$ cat config.mk
export PLATFORM = sky130hd
export DESIGN_NAME = debug_unit
export DESIGN_NICKNAME = d
export VERILOG_FILES = /design/src/source/du_pkg.sv /design/src/source/debug_unit.sv /design/src/source/du_readback.sv /design/src/source/du_bp_match.sv /design/src/source/du_regs.sv /design/src/source/du_decode.sv
export SDC_FILE = /design/constraint.sdc
export NUM_CORES = 1
export LEC_CHECK = 0
export BUFFER_PORTS_ARGS = -buffer_cell sky130_fd_sc_hd__buf_2
export CAP_MARGIN = 10
export CORE_MARGIN = 3
export CORE_UTILIZATION = 45
export DETAILED_ROUTE_END_ITERATION = 10
export PLACE_DENSITY_LB_ADDON = 0.1
export SLEW_MARGIN = 20
export SYNTH_ARGS = -nofsm -noshare
export SYNTH_HDL_FRONTEND = slang
export SYNTH_HIERARCHICAL = 1
export SYNTH_SLANG_ARGS = --single-unit
$ cat constraint.sdc
create_clock -name clk_i -period 2.3 [get_ports clk_i]
set_input_delay 0.345 -clock clk_i [delete_from_list [all_inputs] [get_ports clk_i]]
set_output_delay 0.345 -clock clk_i [all_outputs]
set_load 0.01 [all_outputs]
$ cat src/source/du_pkg.sv
////////////////////
// Debug unit shared definitions
// Widths, register offsets, condition codes,
// opcode fields and the structs passed between blocks
////////////////////

package du_pkg;

  ////////////////////
  // Widths and counts
  ////////////////////
  localparam int XLEN          = 32;
  localparam int DBG_ADDR_SIZE = 16;
  localparam int DU_ADDR_SIZE  = 12;
  localparam int BREAKPOINTS   = 4;

  // Bank code in the upper address bits
  localparam logic [DBG_ADDR_SIZE-DU_ADDR_SIZE-1:0] DBG_INTERNAL = 4'h0;

  ////////////////////
  // Internal register offsets
  ////////////////////
  localparam logic [DU_ADDR_SIZE-1:0] DBG_CTRL    = 12'h000;
  localparam logic [DU_ADDR_SIZE-1:0] DBG_HIT     = 12'h001;
  localparam logic [DU_ADDR_SIZE-1:0] DBG_IE      = 12'h002;
  localparam logic [DU_ADDR_SIZE-1:0] DBG_CAUSE   = 12'h003;
  // Breakpoint n sits at BPCTRL0 + 2n and BPDATA0 + 2n
  localparam logic [DU_ADDR_SIZE-1:0] DBG_BPCTRL0 = 12'h010;
  localparam logic [DU_ADDR_SIZE-1:0] DBG_BPDATA0 = 12'h011;

  // Breakpoint condition codes
  localparam logic [2:0] BP_CC_FETCH    = 3'd0;
  localparam logic [2:0] BP_CC_LD_ADR   = 3'd1;
  localparam logic [2:0] BP_CC_ST_ADR   = 3'd2;
  localparam logic [2:0] BP_CC_LDST_ADR = 3'd3;

  // Major opcodes, instruction bits 6:2
  localparam logic [4:0] OPC_LOAD   = 5'h00;
  localparam logic [4:0] OPC_STORE  = 5'h08;
  localparam logic [4:0] OPC_BRANCH = 5'h18;

  ////////////////////
  // Structs
  ////////////////////
  typedef struct packed {
    logic                    we;
    logic [DU_ADDR_SIZE-1:0] offset;
    logic [XLEN-1:0]         data;
  } du_wcmd_t;

  typedef struct packed {
    logic [2:0] cc;
    logic       enabled;
    logic       implemented;
  } bp_ctrl_t;

  typedef struct packed {
    bp_ctrl_t        ctrl;
    logic [XLEN-1:0] data;
  } bp_t;

  typedef struct packed {
    logic [BREAKPOINTS-1:0] bp;
    logic                   branch_break;
    logic                   instr_break;
  } hit_t;

  // Core state seen by the debug unit
  typedef struct packed {
    logic [XLEN-1:0] pd_pc;
    logic            if_nxt_bubble;
    logic            if_bubble;
    logic [31:0]     if_instr;
    logic            mem_bubble;
    logic [31:0]     mem_instr;
    logic            mem_exception;
    logic [XLEN-1:0] mem_adr;
    logic            dmem_ack;
  } cpu_obs_t;

endpackage
$ cat src/source/debug_unit.sv
////////////////////
// Debug unit top level
// Port decode, register bank, hit logic, readback
////////////////////

`timescale 1ns/1ps

module debug_unit (
  input  logic                             clk_i,
  input  logic                             rst_ni,

  // Debug port
  input  logic                             dbg_strb_i,
  input  logic                             dbg_we_i,
  input  logic [du_pkg::DBG_ADDR_SIZE-1:0] dbg_addr_i,
  input  logic [du_pkg::XLEN-1:0]          dbg_d_i,
  output logic                             dbg_ack_o,
  output logic [du_pkg::XLEN-1:0]          dbg_q_o,

  // Core side
  input  du_pkg::cpu_obs_t                 cpu_i,
  input  logic [31:0]                      du_exceptions_i,
  output logic [31:0]                      du_ie_o,
  output logic                             dbg_bp_o
);

  du_pkg::du_wcmd_t                      wcmd;
  logic                                  rd_internal;
  logic [du_pkg::DU_ADDR_SIZE-1:0]       rd_offset;
  logic [1:0]                            ctrl;
  du_pkg::hit_t                          hit;
  du_pkg::hit_t                          hit_set;
  logic [du_pkg::XLEN-1:0]               cause;
  du_pkg::bp_t [du_pkg::BREAKPOINTS-1:0] bp;

  du_decode u_decode (
    .clk_i         (clk_i),
    .rst_ni        (rst_ni),
    .dbg_strb_i    (dbg_strb_i),
    .dbg_we_i      (dbg_we_i),
    .dbg_addr_i    (dbg_addr_i),
    .dbg_d_i       (dbg_d_i),
    .dbg_ack_o     (dbg_ack_o),
    .wcmd_o        (wcmd),
    .rd_internal_o (rd_internal),
    .rd_offset_o   (rd_offset)
  );

  du_regs u_regs (
    .clk_i        (clk_i),
    .rst_ni       (rst_ni),
    .wcmd_i       (wcmd),
    .hit_set_i    (hit_set),
    .exceptions_i (du_exceptions_i),
    .ctrl_o       (ctrl),
    .hit_o        (hit),
    .ie_o         (du_ie_o),
    .cause_o      (cause),
    .bp_o         (bp),
    .dbg_bp_o     (dbg_bp_o)
  );

  du_bp_match u_bp_match (
    .cpu_i  (cpu_i),
    .ctrl_i (ctrl),
    .bp_i   (bp),
    .hit_o  (hit_set)
  );

  du_readback u_readback (
    .clk_i         (clk_i),
    .rd_internal_i (rd_internal),
    .rd_offset_i   (rd_offset),
    .ctrl_i        (ctrl),
    .hit_i         (hit),
    .ie_i          (du_ie_o),
    .cause_i       (cause),
    .bp_i          (bp),
    .dbg_q_o       (dbg_q_o)
  );

endmodule

$ cat src/source/du_readback.sv
////////////////////
// Debug port read data
// Register packing and output register
////////////////////

`timescale 1ns/1ps

module du_readback (
  input  logic                                  clk_i,
  input  logic                                  rd_internal_i,
  input  logic [du_pkg::DU_ADDR_SIZE-1:0]       rd_offset_i,
  input  logic [1:0]                            ctrl_i,
  input  du_pkg::hit_t                          hit_i,
  input  logic [31:0]                           ie_i,
  input  logic [du_pkg::XLEN-1:0]               cause_i,
  input  du_pkg::bp_t [du_pkg::BREAKPOINTS-1:0] bp_i,
  output logic [du_pkg::XLEN-1:0]               dbg_q_o
);

  logic [du_pkg::XLEN-1:0] rd_word;
  logic                    bp_sel;
  logic [1:0]              bp_idx;

  assign bp_sel = rd_offset_i[du_pkg::DU_ADDR_SIZE-1:3]
                  == du_pkg::DBG_BPCTRL0[du_pkg::DU_ADDR_SIZE-1:3];
  assign bp_idx = rd_offset_i[2:1];

  // Same field layout as the write side
  always_comb
  begin
    rd_word = '0;
    case (rd_offset_i)
      du_pkg::DBG_CTRL:  rd_word[1:0] = ctrl_i;
      du_pkg::DBG_HIT:   rd_word[7:0] = {hit_i.bp, 2'b00, hit_i.branch_break, hit_i.instr_break};
      du_pkg::DBG_IE:    rd_word[31:0] = ie_i;
      du_pkg::DBG_CAUSE: rd_word = cause_i;
      default:           rd_word = '0;
    endcase
    if (bp_sel && !rd_offset_i[0])
      rd_word[6:0] = {bp_i[bp_idx].ctrl.cc, 2'b00, bp_i[bp_idx].ctrl.enabled,
                      bp_i[bp_idx].ctrl.implemented};
    if (bp_sel && rd_offset_i[0])
      rd_word = bp_i[bp_idx].data;
  end

  // Other banks read zero
  always_ff @(posedge clk_i)
  begin
    dbg_q_o <= rd_internal_i ? rd_word : '0;
  end

endmodule

$ cat src/source/du_bp_match.sv
////////////////////
// Breakpoint hit detection
// Address and fetch compares, single step, branch break
////////////////////

`timescale 1ns/1ps

module du_bp_match (
  input  du_pkg::cpu_obs_t                      cpu_i,
  input  logic [1:0]                            ctrl_i,
  input  du_pkg::bp_t [du_pkg::BREAKPOINTS-1:0] bp_i,
  output du_pkg::hit_t                          hit_o
);

  logic                           mem_read;
  logic                           mem_write;
  logic                           adr_hit;
  logic [du_pkg::BREAKPOINTS-1:0] bp_hit;

  // Memory access kind from the memory stage
  assign mem_read  = ~cpu_i.mem_exception & ~cpu_i.mem_bubble
                     & (cpu_i.mem_instr[6:2] == du_pkg::OPC_LOAD);
  assign mem_write = ~cpu_i.mem_exception & ~cpu_i.mem_bubble
                     & (cpu_i.mem_instr[6:2] == du_pkg::OPC_STORE);

  always_comb
  begin
    adr_hit = 1'b0;
    for (int n = 0; n < du_pkg::BREAKPOINTS; n++)
    begin
      // Acknowledged access to the watched address
      adr_hit = cpu_i.dmem_ack & (cpu_i.mem_adr == bp_i[n].data);
      if (!bp_i[n].ctrl.enabled || !bp_i[n].ctrl.implemented)
        bp_hit[n] = 1'b0;
      else
      begin
        case (bp_i[n].ctrl.cc)
          du_pkg::BP_CC_FETCH:    bp_hit[n] = cpu_i.pd_pc == bp_i[n].data;
          du_pkg::BP_CC_LD_ADR:   bp_hit[n] = adr_hit & mem_read;
          du_pkg::BP_CC_ST_ADR:   bp_hit[n] = adr_hit & mem_write;
          du_pkg::BP_CC_LDST_ADR: bp_hit[n] = adr_hit & (mem_read | mem_write);
          default:                bp_hit[n] = 1'b0;
        endcase
      end
    end
  end

  // Bit 0 is single step, bit 1 is branch break
  assign hit_o.instr_break  = ctrl_i[0] & ~cpu_i.if_nxt_bubble;
  assign hit_o.branch_break = ctrl_i[1] & ~cpu_i.if_bubble
                              & (cpu_i.if_instr[6:2] == du_pkg::OPC_BRANCH);
  assign hit_o.bp           = bp_hit;

endmodule

$ cat src/source/du_regs.sv
////////////////////
// Internal debug register bank
// Control, sticky hit flags, IE mask, cause
// encoding and the breakpoint registers
////////////////////

`timescale 1ns/1ps

module du_regs (
  input  logic                                     clk_i,
  input  logic                                     rst_ni,
  input  du_pkg::du_wcmd_t                         wcmd_i,
  input  du_pkg::hit_t                             hit_set_i,
  input  logic [31:0]                              exceptions_i,
  output logic [1:0]                               ctrl_o,
  output du_pkg::hit_t                             hit_o,
  output logic [31:0]                              ie_o,
  output logic [du_pkg::XLEN-1:0]                  cause_o,
  output du_pkg::bp_t [du_pkg::BREAKPOINTS-1:0]    bp_o,
  output logic                                     dbg_bp_o
);

  logic [1:0]              ctrl_q;
  du_pkg::hit_t            hit_q;
  logic [31:0]             ie_q;
  logic [du_pkg::XLEN-1:0] cause_q;
  logic [du_pkg::XLEN-1:0] trap_cause;
  logic [du_pkg::XLEN-1:0] irq_cause;
  logic [2:0]              bp_cc_q   [du_pkg::BREAKPOINTS];
  logic                    bp_en_q   [du_pkg::BREAKPOINTS];
  logic [du_pkg::XLEN-1:0] bp_data_q [du_pkg::BREAKPOINTS];
  logic                    wr_ctrl, wr_hit, wr_ie, wr_cause, wr_bp;
  logic [1:0]              bp_idx;

  // Index of the lowest set bit
  function automatic logic [3:0] first_set(input logic [15:0] vec);
    logic [3:0] idx;
    idx = '0;
    for (int i = 15; i >= 0; i--)
    begin
      if (vec[i])
        idx = 4'(i);
    end
    return idx;
  endfunction

  ////////////////////
  // Write decode
  ////////////////////
  assign wr_ctrl  = wcmd_i.we && (wcmd_i.offset == du_pkg::DBG_CTRL);
  assign wr_hit   = wcmd_i.we && (wcmd_i.offset == du_pkg::DBG_HIT);
  assign wr_ie    = wcmd_i.we && (wcmd_i.offset == du_pkg::DBG_IE);
  assign wr_cause = wcmd_i.we && (wcmd_i.offset == du_pkg::DBG_CAUSE);
  // Breakpoint window covers 0x010 to 0x017
  assign wr_bp    = wcmd_i.we && (wcmd_i.offset[du_pkg::DU_ADDR_SIZE-1:3]
                                  == du_pkg::DBG_BPCTRL0[du_pkg::DU_ADDR_SIZE-1:3]);
  assign bp_idx   = wcmd_i.offset[2:1];

  always_comb
  begin
    trap_cause            = '0;
    trap_cause[3:0]       = first_set(exceptions_i[15:0]);
    irq_cause             = '0;
    irq_cause[3:0]        = first_set(exceptions_i[31:16]);
    irq_cause[du_pkg::XLEN-1] = 1'b1;
  end

  ////////////////////
  // Registers
  ////////////////////
  always_ff @(posedge clk_i or negedge rst_ni)
  begin
    if (!rst_ni)
    begin
      ctrl_q   <= '0;
      hit_q    <= '0;
      ie_q     <= '0;
      cause_q  <= '0;
      dbg_bp_o <= 1'b0;
      for (int n = 0; n < du_pkg::BREAKPOINTS; n++)
      begin
        bp_cc_q[n]   <= '0;
        bp_en_q[n]   <= 1'b0;
        bp_data_q[n] <= '0;
      end
    end
    else
    begin
      if (wr_ctrl)
        ctrl_q <= wcmd_i.data[1:0];

      // Host write wins over new hits
      if (wr_hit)
      begin
        hit_q.instr_break  <= wcmd_i.data[0];
        hit_q.branch_break <= wcmd_i.data[1];
        hit_q.bp           <= wcmd_i.data[7:4];
      end
      else
        hit_q <= hit_q | hit_set_i;

      if (wr_ie)
        ie_q <= wcmd_i.data[31:0];

      if (wr_cause)
        cause_q <= wcmd_i.data;
      else if (|exceptions_i[15:0])
        cause_q <= trap_cause;
      else if (|exceptions_i[31:16])
        cause_q <= irq_cause;

      if (wr_bp && !wcmd_i.offset[0])
      begin
        bp_en_q[bp_idx] <= wcmd_i.data[1];
        bp_cc_q[bp_idx] <= wcmd_i.data[6:4];
      end
      if (wr_bp && wcmd_i.offset[0])
        bp_data_q[bp_idx] <= wcmd_i.data;

      dbg_bp_o <= (|hit_q) | (|exceptions_i);
    end
  end

  always_comb
  begin
    for (int n = 0; n < du_pkg::BREAKPOINTS; n++)
    begin
      bp_o[n].ctrl.cc          = bp_cc_q[n];
      bp_o[n].ctrl.enabled     = bp_en_q[n];
      bp_o[n].ctrl.implemented = 1'b1;
      bp_o[n].data             = bp_data_q[n];
    end
  end

  assign ctrl_o  = ctrl_q;
  assign hit_o   = hit_q;
  assign ie_o    = ie_q;
  assign cause_o = cause_q;

  cause_stable: assert property (@(posedge clk_i) disable iff (!rst_ni)
    (!wr_cause && exceptions_i == '0) |=> $stable(cause_q));

endmodule

$ cat src/source/du_decode.sv
////////////////////
// Debug port decode
// Acknowledge sequencing and write command register
////////////////////

`timescale 1ns/1ps

module du_decode (
  input  logic                             clk_i,
  input  logic                             rst_ni,
  input  logic                             dbg_strb_i,
  input  logic                             dbg_we_i,
  input  logic [du_pkg::DBG_ADDR_SIZE-1:0] dbg_addr_i,
  input  logic [du_pkg::XLEN-1:0]          dbg_d_i,
  output logic                             dbg_ack_o,
  output du_pkg::du_wcmd_t                 wcmd_o,
  output logic                             rd_internal_o,
  output logic [du_pkg::DU_ADDR_SIZE-1:0]  rd_offset_o
);

  logic                            strb_dly_q;
  logic [2:0]                      ack_q;
  logic                            sel_internal;
  logic                            first_cycle;
  logic                            we_q;
  logic [du_pkg::DU_ADDR_SIZE-1:0] offset_q;
  logic [du_pkg::XLEN-1:0]         data_q;

  assign sel_internal = dbg_addr_i[du_pkg::DBG_ADDR_SIZE-1:du_pkg::DU_ADDR_SIZE]
                        == du_pkg::DBG_INTERNAL;
  // Only the first strobe cycle may write
  assign first_cycle  = dbg_strb_i & ~strb_dly_q;

  always_ff @(posedge clk_i or negedge rst_ni)
  begin
    if (!rst_ni)
    begin
      strb_dly_q <= 1'b0;
      we_q       <= 1'b0;
      ack_q      <= '0;
    end
    else
    begin
      strb_dly_q <= dbg_strb_i;
      we_q       <= first_cycle & dbg_we_i & sel_internal;
      // Fills from the top, ack leaves bit 0 and clears the shifter
      ack_q      <= {3{dbg_strb_i & ~ack_q[0]}} & {1'b1, ack_q[2:1]};
    end
  end

  // Address and data are held by the host for the whole access
  always_ff @(posedge clk_i)
  begin
    offset_q      <= dbg_addr_i[du_pkg::DU_ADDR_SIZE-1:0];
    data_q        <= dbg_d_i;
    rd_internal_o <= sel_internal;
  end

  assign dbg_ack_o   = ack_q[0];
  assign rd_offset_o = offset_q;
  assign wcmd_o      = '{we: we_q, offset: offset_q, data: data_q};

  ack_single_cycle: assert property (@(posedge clk_i) disable iff (!rst_ni)
    dbg_ack_o |=> !dbg_ack_o);

endmodule

Yosys cells after proc, flatten, opt, wreduce, memory -nomap -nowiden. Cells that the tools add are included.

Magnitude comparators: 3. Mux-type cells: 60. Equal/unequal tests: 26. Reduce and logical (&&, ||, !) cells: 23. Bitwise gates (word level): 37.

Operators with widths (number): 32-bit == test (8); 32-bit 2-to-1 mux (5); 128-bit bitwise mux (1); 4-bit 2-to-1 mux (32); 37-bit binary-select mux with 2-bit select (1); 32-bit demux with 2-bit select (1); 24-bit one-hot mux with 2 select lines (1); 37-bit 2-to-1 mux (1); 16-bit OR reduction (2); 32-bit OR reduction (1); 1-bit bitwise AND (26); 12-bit by 2-bit == test with 1-bit output, second input constant (2); 3-bit by 2-bit == test with 1-bit output, second input constant (8); 6-bit one-hot mux with 3 select lines (1); 1-bit one-hot mux with 4 select lines (4); 12-bit bitwise mux (1); 12-bit by 1-bit == test with 1-bit output, second input constant (1); 3-bit by 1-bit == test with 1-bit output, second input constant (4); 12-bit zero test (1); 3-bit zero test (4); 1-bit logical AND (10); 9-bit by 2-bit == test with 1-bit output, second input constant (1); 2-bit one-hot mux with 4 select lines (1); 7-bit 2-to-1 mux (1); 21 further kinds (31).

Input port bits: 217. Register bits after elaboration: 299.

Longest topological paths before layout. Gate-level depths: netlist (run 1).

Depth after elaboration: 19. Mapped depth: 9. Depth with buffers taken out: 7.

Modules after synthesis. Netlist (run 1), hierarchy kept.

Modules (own cells, without submodules): du_regs (cells an instance 642, times used 1, sequential area each 5430.2 um^2, area an instance 8687.1 um^2); du_bp_match (cells an instance 377, times used 1, sequential area each 0.0 um^2, area an instance 2970.3 um^2); du_readback (cells an instance 213, times used 1, sequential area each 640.6 um^2, area an instance 2635.0 um^2); du_decode (cells an instance 68, times used 1, sequential area each 1026.0 um^2, area an instance 1164.9 um^2).

Worst setup path before layout (run 1). No wires, ideal clock.

Path type: register -> register. From: reg u_decode.offset_q (netlist bit u_decode/rd_offset_o[8]). To: reg u_regs.ie_q[10], in the netlist u_regs/ie_o[10]. Arrival time: 1.858 ns. Buffers on the path: 3. Clock period less this slack: 1.982 ns. Stages on the path, launching flop included: 9. Required time: 2.175 ns. Path slack: 0.318 ns. Library setup time: 0.125 ns. Cell sequence: dfxtp_1 -> buf_4 -> nor4_1 -> nand4b_1 -> nor2_1 -> and3_1 -> clkbuf_1 -> buf_2 -> mux2_2.

Cells in the longest elaborated chain, start to end: 2.

RTL lines: start: declaration (line du_decode.sv:26) `logic [du_pkg::DU_ADDR_SIZE-1:0] offset_q;`; start signal: assignment (line du_decode.sv:54) `offset_q <= dbg_addr_i[du_pkg::DU_ADDR_SIZE-1:0];`; 12-bit by 2-bit == test with 1-bit output (line du_regs.sv:52) `assign wr_ie = wcmd_i.we && (wcmd_i.offset == du_pkg::DBG_IE);`; 1-bit logical AND (line du_regs.sv:52); end signal: assignment (line du_regs.sv:103) `ie_q <= wcmd_i.data[31:0];`; end: declaration (line du_regs.sv:25) `logic [31:0] ie_q;`.

Every way passes these cells. A chain may end at the register's enable or synchronous reset.

==> results.yml, run 1 <==
worst_setup_path:
  slowest_delay_ns: 0.43
  end_kind: "flip-flop"
  worstPathRequired_ns: 2.75
  path_delay_family: "simple AND/OR/NAND/NOR gates"
  arrival_ns: 2.67
  crit_start: "u_regs/bp_o[98]$_DFFE_PN0P_"
  r2r-start: "u_regs/bp_o[98]$_DFFE_PN0P_"
  crit_fanout: 2
  crit_type: "flip-flop to flip-flop"
  crit_chain: "xnor2_1 -> nand4_1 -> nor4_1 -> buf_4 -> nand4_1 -> o22ai_1 -> buf_4 -> nor3_1 -> nor2_1"
  worstSetupStartpointType: "flip-flop"
  cp_num_cells: 9
  rr_worst_depth: 9
  rr_endpoint: "u_regs/hit_o[4]$_DFF_PN0_"
  endpoint: "u_regs/hit_o[4]$_DFF_PN0_"
  worst-path-buf-inv: 2
  r2r_slack_ns: 0.08
  cp_slowest_cell: "xnor2_1"
timing:
  min_period_ns: 2.22
  fmax_mhz: 451
  hold_slack_ns: 0.120
  setup_viol: 0
  slew_violations: 0
  period_share: 0.964
  finClkSkew_ns: 0.0118
  hold_violations: 0
  rsz0062_at_grt: "false"
  worst_pin_slew_ns: 0.578
  relSlewSlack: 0.611
  fin_tns_setup_ns: 0
cells_and_area:
  final_cell_mix: "buf_2 (227), dfrtp_1 (222), mux2_2 (161)"
  layout_commonest_cell: "buf_2"
  final_layout_size_suffix_gt1_frac: 0.363
  final-seq-area_um2: 7100
  multi_input_area_um2: 7910
  fin_nets: 1862
  area_growth_pct: 24.4
  n_fill_cell: 2987
  instances_no_fill: 2120
routing:
  drt-total-wl_um: 54900
  avgRoutedWirePerCell_um: 25.9
  drt-initial-drc-count: 793
  vias: 11769
  firstDrtPassIters: 5
  drc_errors: 0
  postRouteAntennaNets: 0
  avgViaCountPerCell: 5.55
grt:
  grt_pass1_vias: 12097
  grt_start_max_net_pins: 62
  overflow: 0
  grt_pass1_wl_um: 80000
  grt.total_usage: 0.301
  grt_antenna_before_repair: 0
logic_synthesis:
  synth_cell_type_count: 61
  synth_top_area_frac: 0.359
  yosysSeqAreaShare: 0.459
  syn_inst: 1300
  async_reset_ff_frac: 0.742
  yosys_warnings: 6
  synth_edf_count: 0
  synthesis.area_um2: 15500
  synth_top_cell_by_area: "dfrtp_1"
  synth-seq-cells: 299
  ys_dominant_reg_cell: "dfrtp_1"
  syn_avg_cell_area_um2: 11.9
  synth.area.top_cells: "dfrtp_1 (36%), mux2_2 (12%), dfxtp_1 (10%)"
die:
  row_count: 67
  core_area_um2: 33700
  die_x_um: 191
  io_pins: 283
  die_area_um2: 36600
  start_util: 0.459
  die_y_um: 191
placed_design:
  place_inst: 2008
  post-dp-hpwl_um: 43500
  portBuffers: 228
  place.gp.congestion: 1.07
min_path:
  hold_path.class: "primary input to flip-flop"
status:
  status: "finished, final reports clean"
pwr:
  p_per_area_nw_per_um2: 612
  leakagePower_nw: 9.20
  power_mw: 11.8
  max-vdd-ir-drop_mv: 0.649
clocking:
  numCtsBuffers: 35
  clock_sinks: 299
  cts_tree: "built"
  cts_root_buf: "clkbuf_16"
  h-tree-depth: 2
  cts_setup_buffers: 0
  cts.reportedPaths.clkPinSlew_ns: 0.06
  clockBufferDepth: 3
  clock_latency_ns: 0.53
run:
  drv_cap: 0
[repair_timing]
item                                    4_1_cts  5_1_grt
gates resized for setup                       0        2
endpoints found under the setup margin        0        2
hold buffers                                 48        0
endpoints found under the hold margin       102        0
[power by group]
part | total (mW) | switching [mW] | internal, mW
Combinational | 0.961 | 0.552 | 0.409
Clock | 5.43 | 2.23 | 3.20
Sequential | 5.38 | 0.0897 | 5.29
[per-layer routing]
| layer | track usage | vias up | routed length, um |
|---|---|---|---|
| met1 | 0.426 | 5964 | 24700 |
| met4 | 0.0567 | 0 | 893 |
| met2 | 0.481 | 393 | 25500 |
| met3 | 0.0653 | 52 | 3810 |
| met5 | 0 | - | 0 |
| li1 | - | 5360 | - |
[worst reg2reg max path, stage by stage, from the launching register on]
cell,delay [ns]
dfrtp_1,0.39
xnor2_1,0.43
nand4_1,0.15
nor4_1,0.30
buf_4,0.18
nand4_1,0.09
o22ai_1,0.29
buf_4,0.17
nor3_1,0.05
nor2_1,0.10
[flip-flops by register name, summed over array words and instances (netlist names)]
| signal | flops |
|---|---|
| u_decode/rd_offset_o | 12 |
| u_regs/ctrl_o | 2 |
| u_regs/ie_o | 32 |
| u_decode/rd_internal_o | 1 |
| u_regs/hit_o | 6 |
| u_decode/strb_dly_q | 1 |
| u_decode/ack_q | 3 |
| u_regs/dbg_bp_o | 1 |
| u_regs/cause_o | 32 |
| u_decode/we_q | 1 |
| u_regs/bp_o | 144 |
| u_decode/data_q | 32 |
| u_readback/dbg_q_o | 32 |
[per-stage QoR]
stage                     utilization  area, um^2  setup WS, ns
after floorplan                     -       15500         0.318
after global placement          0.523       17600        0.0400
after detailed placement        0.523       17600        0.0541
after CTS                       0.570       19200        0.0962
after global routing            0.571       19200        0.0204
final                           0.571       19200        0.0839
[worst min-delay path by stage]
stage | start | end | slack, ns | cells after the start
after global placement | rst_ni | u_regs/ie_o[6]$_DFFE_PN0P_ | 0.33 | 1
after global routing | dbg_we_i | u_decode/we_q$_DFF_PN0_ | 0.09 | 2
after detailed placement | rst_ni | u_decode/ack_q[2]$_DFF_PN0_ | 0.33 | 1
final | dbg_we_i | u_decode/we_q$_DFF_PN0_ | 0.12 | 2
after floorplan | rst_ni | u_decode/ack_q[0]$_DFF_PN0_ | 0.05 | 0
after CTS | dbg_we_i | u_decode/we_q$_DFF_PN0_ | 0.09 | 2
[area by class of cell]
class,count,share of cell area
clock buffers,49,0.0526
inverters,10,0.00195
repair buffers,378,0.130
clock inverters,14,0.00598
flip-flops and latches,299,0.369
well taps,448,0.0291
diodes,1,0.000130
multi-input cells,921,0.411
[cells in the mapped netlist (7+ instances only)]
| master | instances |
|---|---|
| xnor2_1 | 100 |
| mux2_2 | 161 |
| buf_4 | 20 |
| nand4_1 | 45 |
| inv_1 | 10 |
| o21ai_0 | 7 |
| mux2i_1 | 31 |
| nand3b_1 | 7 |
| clkbuf_1 | 22 |
| dfrtp_1 | 222 |
| a21oi_1 | 10 |
| buf_2 | 21 |
| a2bb2oi_1 | 26 |
| nor2b_1 | 33 |
| nor2_1 | 38 |
| nand3_1 | 36 |
| dfxtp_1 | 77 |
| o22ai_1 | 11 |
| mux2_1 | 19 |
| nor3_1 | 14 |
| xor2_1 | 156 |
| nand2_1 | 70 |
| mux4_2 | 39 |
| nor4_1 | 59 |
| buf_6 | 7 |
[cell families after synthesis]
kind of cell    synth area share
xor+xnor                   0.145
other cells             0.000243
simple gates               0.118
mux                        0.208
buf+inv                   0.0312
compound gates            0.0381
flops                      0.459
Note: power is estimated with default switching activity, not from simulation.
==> inputs of run 2 (changes only) <==
Settings changed: PLACE_DENSITY from default to 0.65, PLACE_DENSITY_LB_ADDON 0.1 to default, RECOVER_POWER from default to 50.
==> results.yml, run 2 (same netlist as run 1, synthesis figures left out) <==
status:
  status: "finished, final reports clean"
timing:
  min_period_ns: 2.25
  period_share: 0.979
  slew_violations: 0
  setup_viol: 0
  relSlewSlack: 0.177
  fmax_mhz: 444
  rsz0062_at_grt: "false"
  finClkSkew_ns: 0.0123
  worst_pin_slew_ns: 1.23
  fin_tns_setup_ns: 0
  hold_violations: 0
die:
  die_x_um: 191
  row_count: 67
  start_util: 0.459
  io_pins: 283
  die_y_um: 191
  core_area_um2: 33700
  die_area_um2: 36600
min_path:
  hold_path.class: "primary input to flip-flop"
  holdCritStartpoint: "dbg_we_i"
pwr:
  leakagePower_nw: 9.13
  swShare: 0.235
  max-vdd-ir-drop_mv: 0.518
  netSwitchingPower_mw: 2.72
  power_frac_seq: 0.467
  p_int_mw: 8.82
  comb_power_share: 0.084
  p_per_area_nw_per_um2: 600
  p_clk_frac: 0.449
clocking:
  cts_tree: "built"
  h-tree-depth: 1
  cts_setup_buffers: 0
  clockBufferDepth: 3
  clock_latency_ns: 0.57
  cts_root_buf: "clkbuf_16"
  cts.reportedPaths.clkPinSlew_ns: 0.06
  clock_sinks: 299
  numCtsBuffers: 31
grt:
  grt_antenna_before_repair: 3
  grt_start_max_net_pins: 82
  grt_pass1_vias: 12254
  grt.total_usage: 0.303
  grt_pass1_wl_um: 81100
  overflow: 0
worst_setup_path:
  end_kind: "flip-flop"
  cp_slowest_cell: "dfrtp_1"
  worstPathRequired_ns: 2.80
  crit_fanout: 4
  worstSetupStartpointType: "flip-flop"
  slowest_delay_ns: 0.44
  path_delay_family: "simple AND/OR/NAND/NOR gates"
  crit_start: "u_regs/bp_o[58]$_DFFE_PN0P_"
  arrival_ns: 2.75
  r2r-start: "u_regs/bp_o[58]$_DFFE_PN0P_"
  crit_chain: "xnor2_1 -> nand4_1 -> nor4_2 -> nand4_1 -> o22ai_1 -> buf_4 -> nor3_1 -> nor2_1"
  crit_type: "flip-flop to flip-flop"
  crit_top_cell: "nand4_1"
  worst-path-buf-inv: 1
placed_design:
  post-dp-hpwl_um: 43500
  place.gp.congestion: 1.05
  portBuffers: 228
  place_inst: 2017
routing:
  drt-initial-drc-count: 1013
  firstDrtPassIters: 5
  drt-total-wl_um: 55500
  vias: 11943
  drc_errors: 0
  avgViaCountPerCell: 5.63
  avgRoutedWirePerCell_um: 26.1
  postRouteAntennaNets: 0
cells_and_area:
  instances_no_fill: 2122
  largest_reg_flops: 144
  n_fill_cell: 2941
  diodes: 0
  area_growth_pct: 24.4
  final_cell_mix: "dfrtp_1 (222), buf_2 (205), mux2_2 (161)"
  fin_nets: 1867
  final_layout_size_suffix_gt1_frac: 0.349
  layout_commonest_cell: "dfrtp_1"
run:
  drv_cap: 0
[run 2: cell types whose count changed in the layout (fill, tap and decap cells not counted), moves of 2 or more]
cell,previous run,this run
clkbuf_1,8,32
buf_12,8,11
and2_1,4,2
clkbuf_16,37,31
clkinv_4,3,1
clkbuf_8,4,10
bufinv_16,1,3
buf_4,94,91
clkbuf_2,0,4
buf_2,227,205
and2_0,0,2
[run 2: metrics by stage]
| step | hold slack, ns | cell area [um^2] | power (mW) | setup WS (ns) | utilization |
|---|---|---|---|---|---|
| finish | 0.0865 | 19200 | 11.5 | 0.0489 | 0.570 |
| global route | 0.0835 | 19200 | 11.9 | 0.00528 | 0.570 |
| detailed placement | 0.419 | 17800 | 6.39 | -0.132 | 0.527 |
| floorplan | 0.0494 | 15500 | 5.79 | 0.318 | - |
| global placement | 0.413 | 17800 | 6.39 | -0.156 | 0.527 |
| CTS | 0.0618 | 19300 | 11.7 | 0.000115 | 0.573 |
[run 2: what timing repair did]
action	in CTS	in global routing
gates resized for setup	0	4
hold buffers	48	0
hold endpoints to repair	118	0
endpoints found under the setup margin	0	3
[run 2: layout make-up]
cell class	instances	area, um^2	area share
Multi-Input combinational cell	921	7910	0.412
Timing Repair Buffer	387	2540	0.132
Tap cell	448	561	0.0292
Clock inverter	11	136	0.00709
Sequential cell	299	7100	0.370
Inverter	10	37.5	0.00195
Clock buffer	46	932	0.0485
[run 2: path summary, 6_finish.rpt]
| kind | cells after the start | endpoint | slack (ns) |
|---|---|---|---|
| min in group asynchronous | 2 | u_regs/ie_o[23]$_DFFE_PN0P_ | 0.60 |
| max in group asynchronous | 3 | u_regs/bp_o[125]$_DFFE_PN0P_ | 0.37 |
| max reg2reg | 8 | u_regs/hit_o[3]$_DFF_PN0_ | 0.05 |
| min reg2reg | 1 | u_decode/ack_q[2]$_DFF_PN0_ | 0.45 |
| max | 8 | u_regs/hit_o[3]$_DFF_PN0_ | 0.05 |
| min | 2 | u_decode/we_q$_DFF_PN0_ | 0.09 |
[run 2: power by group through the flow]
stage	registers, mW	logic (mW)	clock network (mW)
floorplan	5.43	0.367	0
global placement	5.48	0.912	0
detailed placement	5.48	0.914	0
CTS	5.38	0.982	5.30
global route	5.39	1.03	5.52
finish	5.38	0.972	5.18
[run 2: routing by layer]
metal | share of wire | global-route usage | up-vias
li1 | - | - | 5360
met1 | 0.44 | 0.429 | 6076
met3 | 0.070 | 0.0594 | 65
met4 | 0.020 | 0.0567 | 6
met2 | 0.47 | 0.490 | 436
met5 | 0.00065 | 0 | -
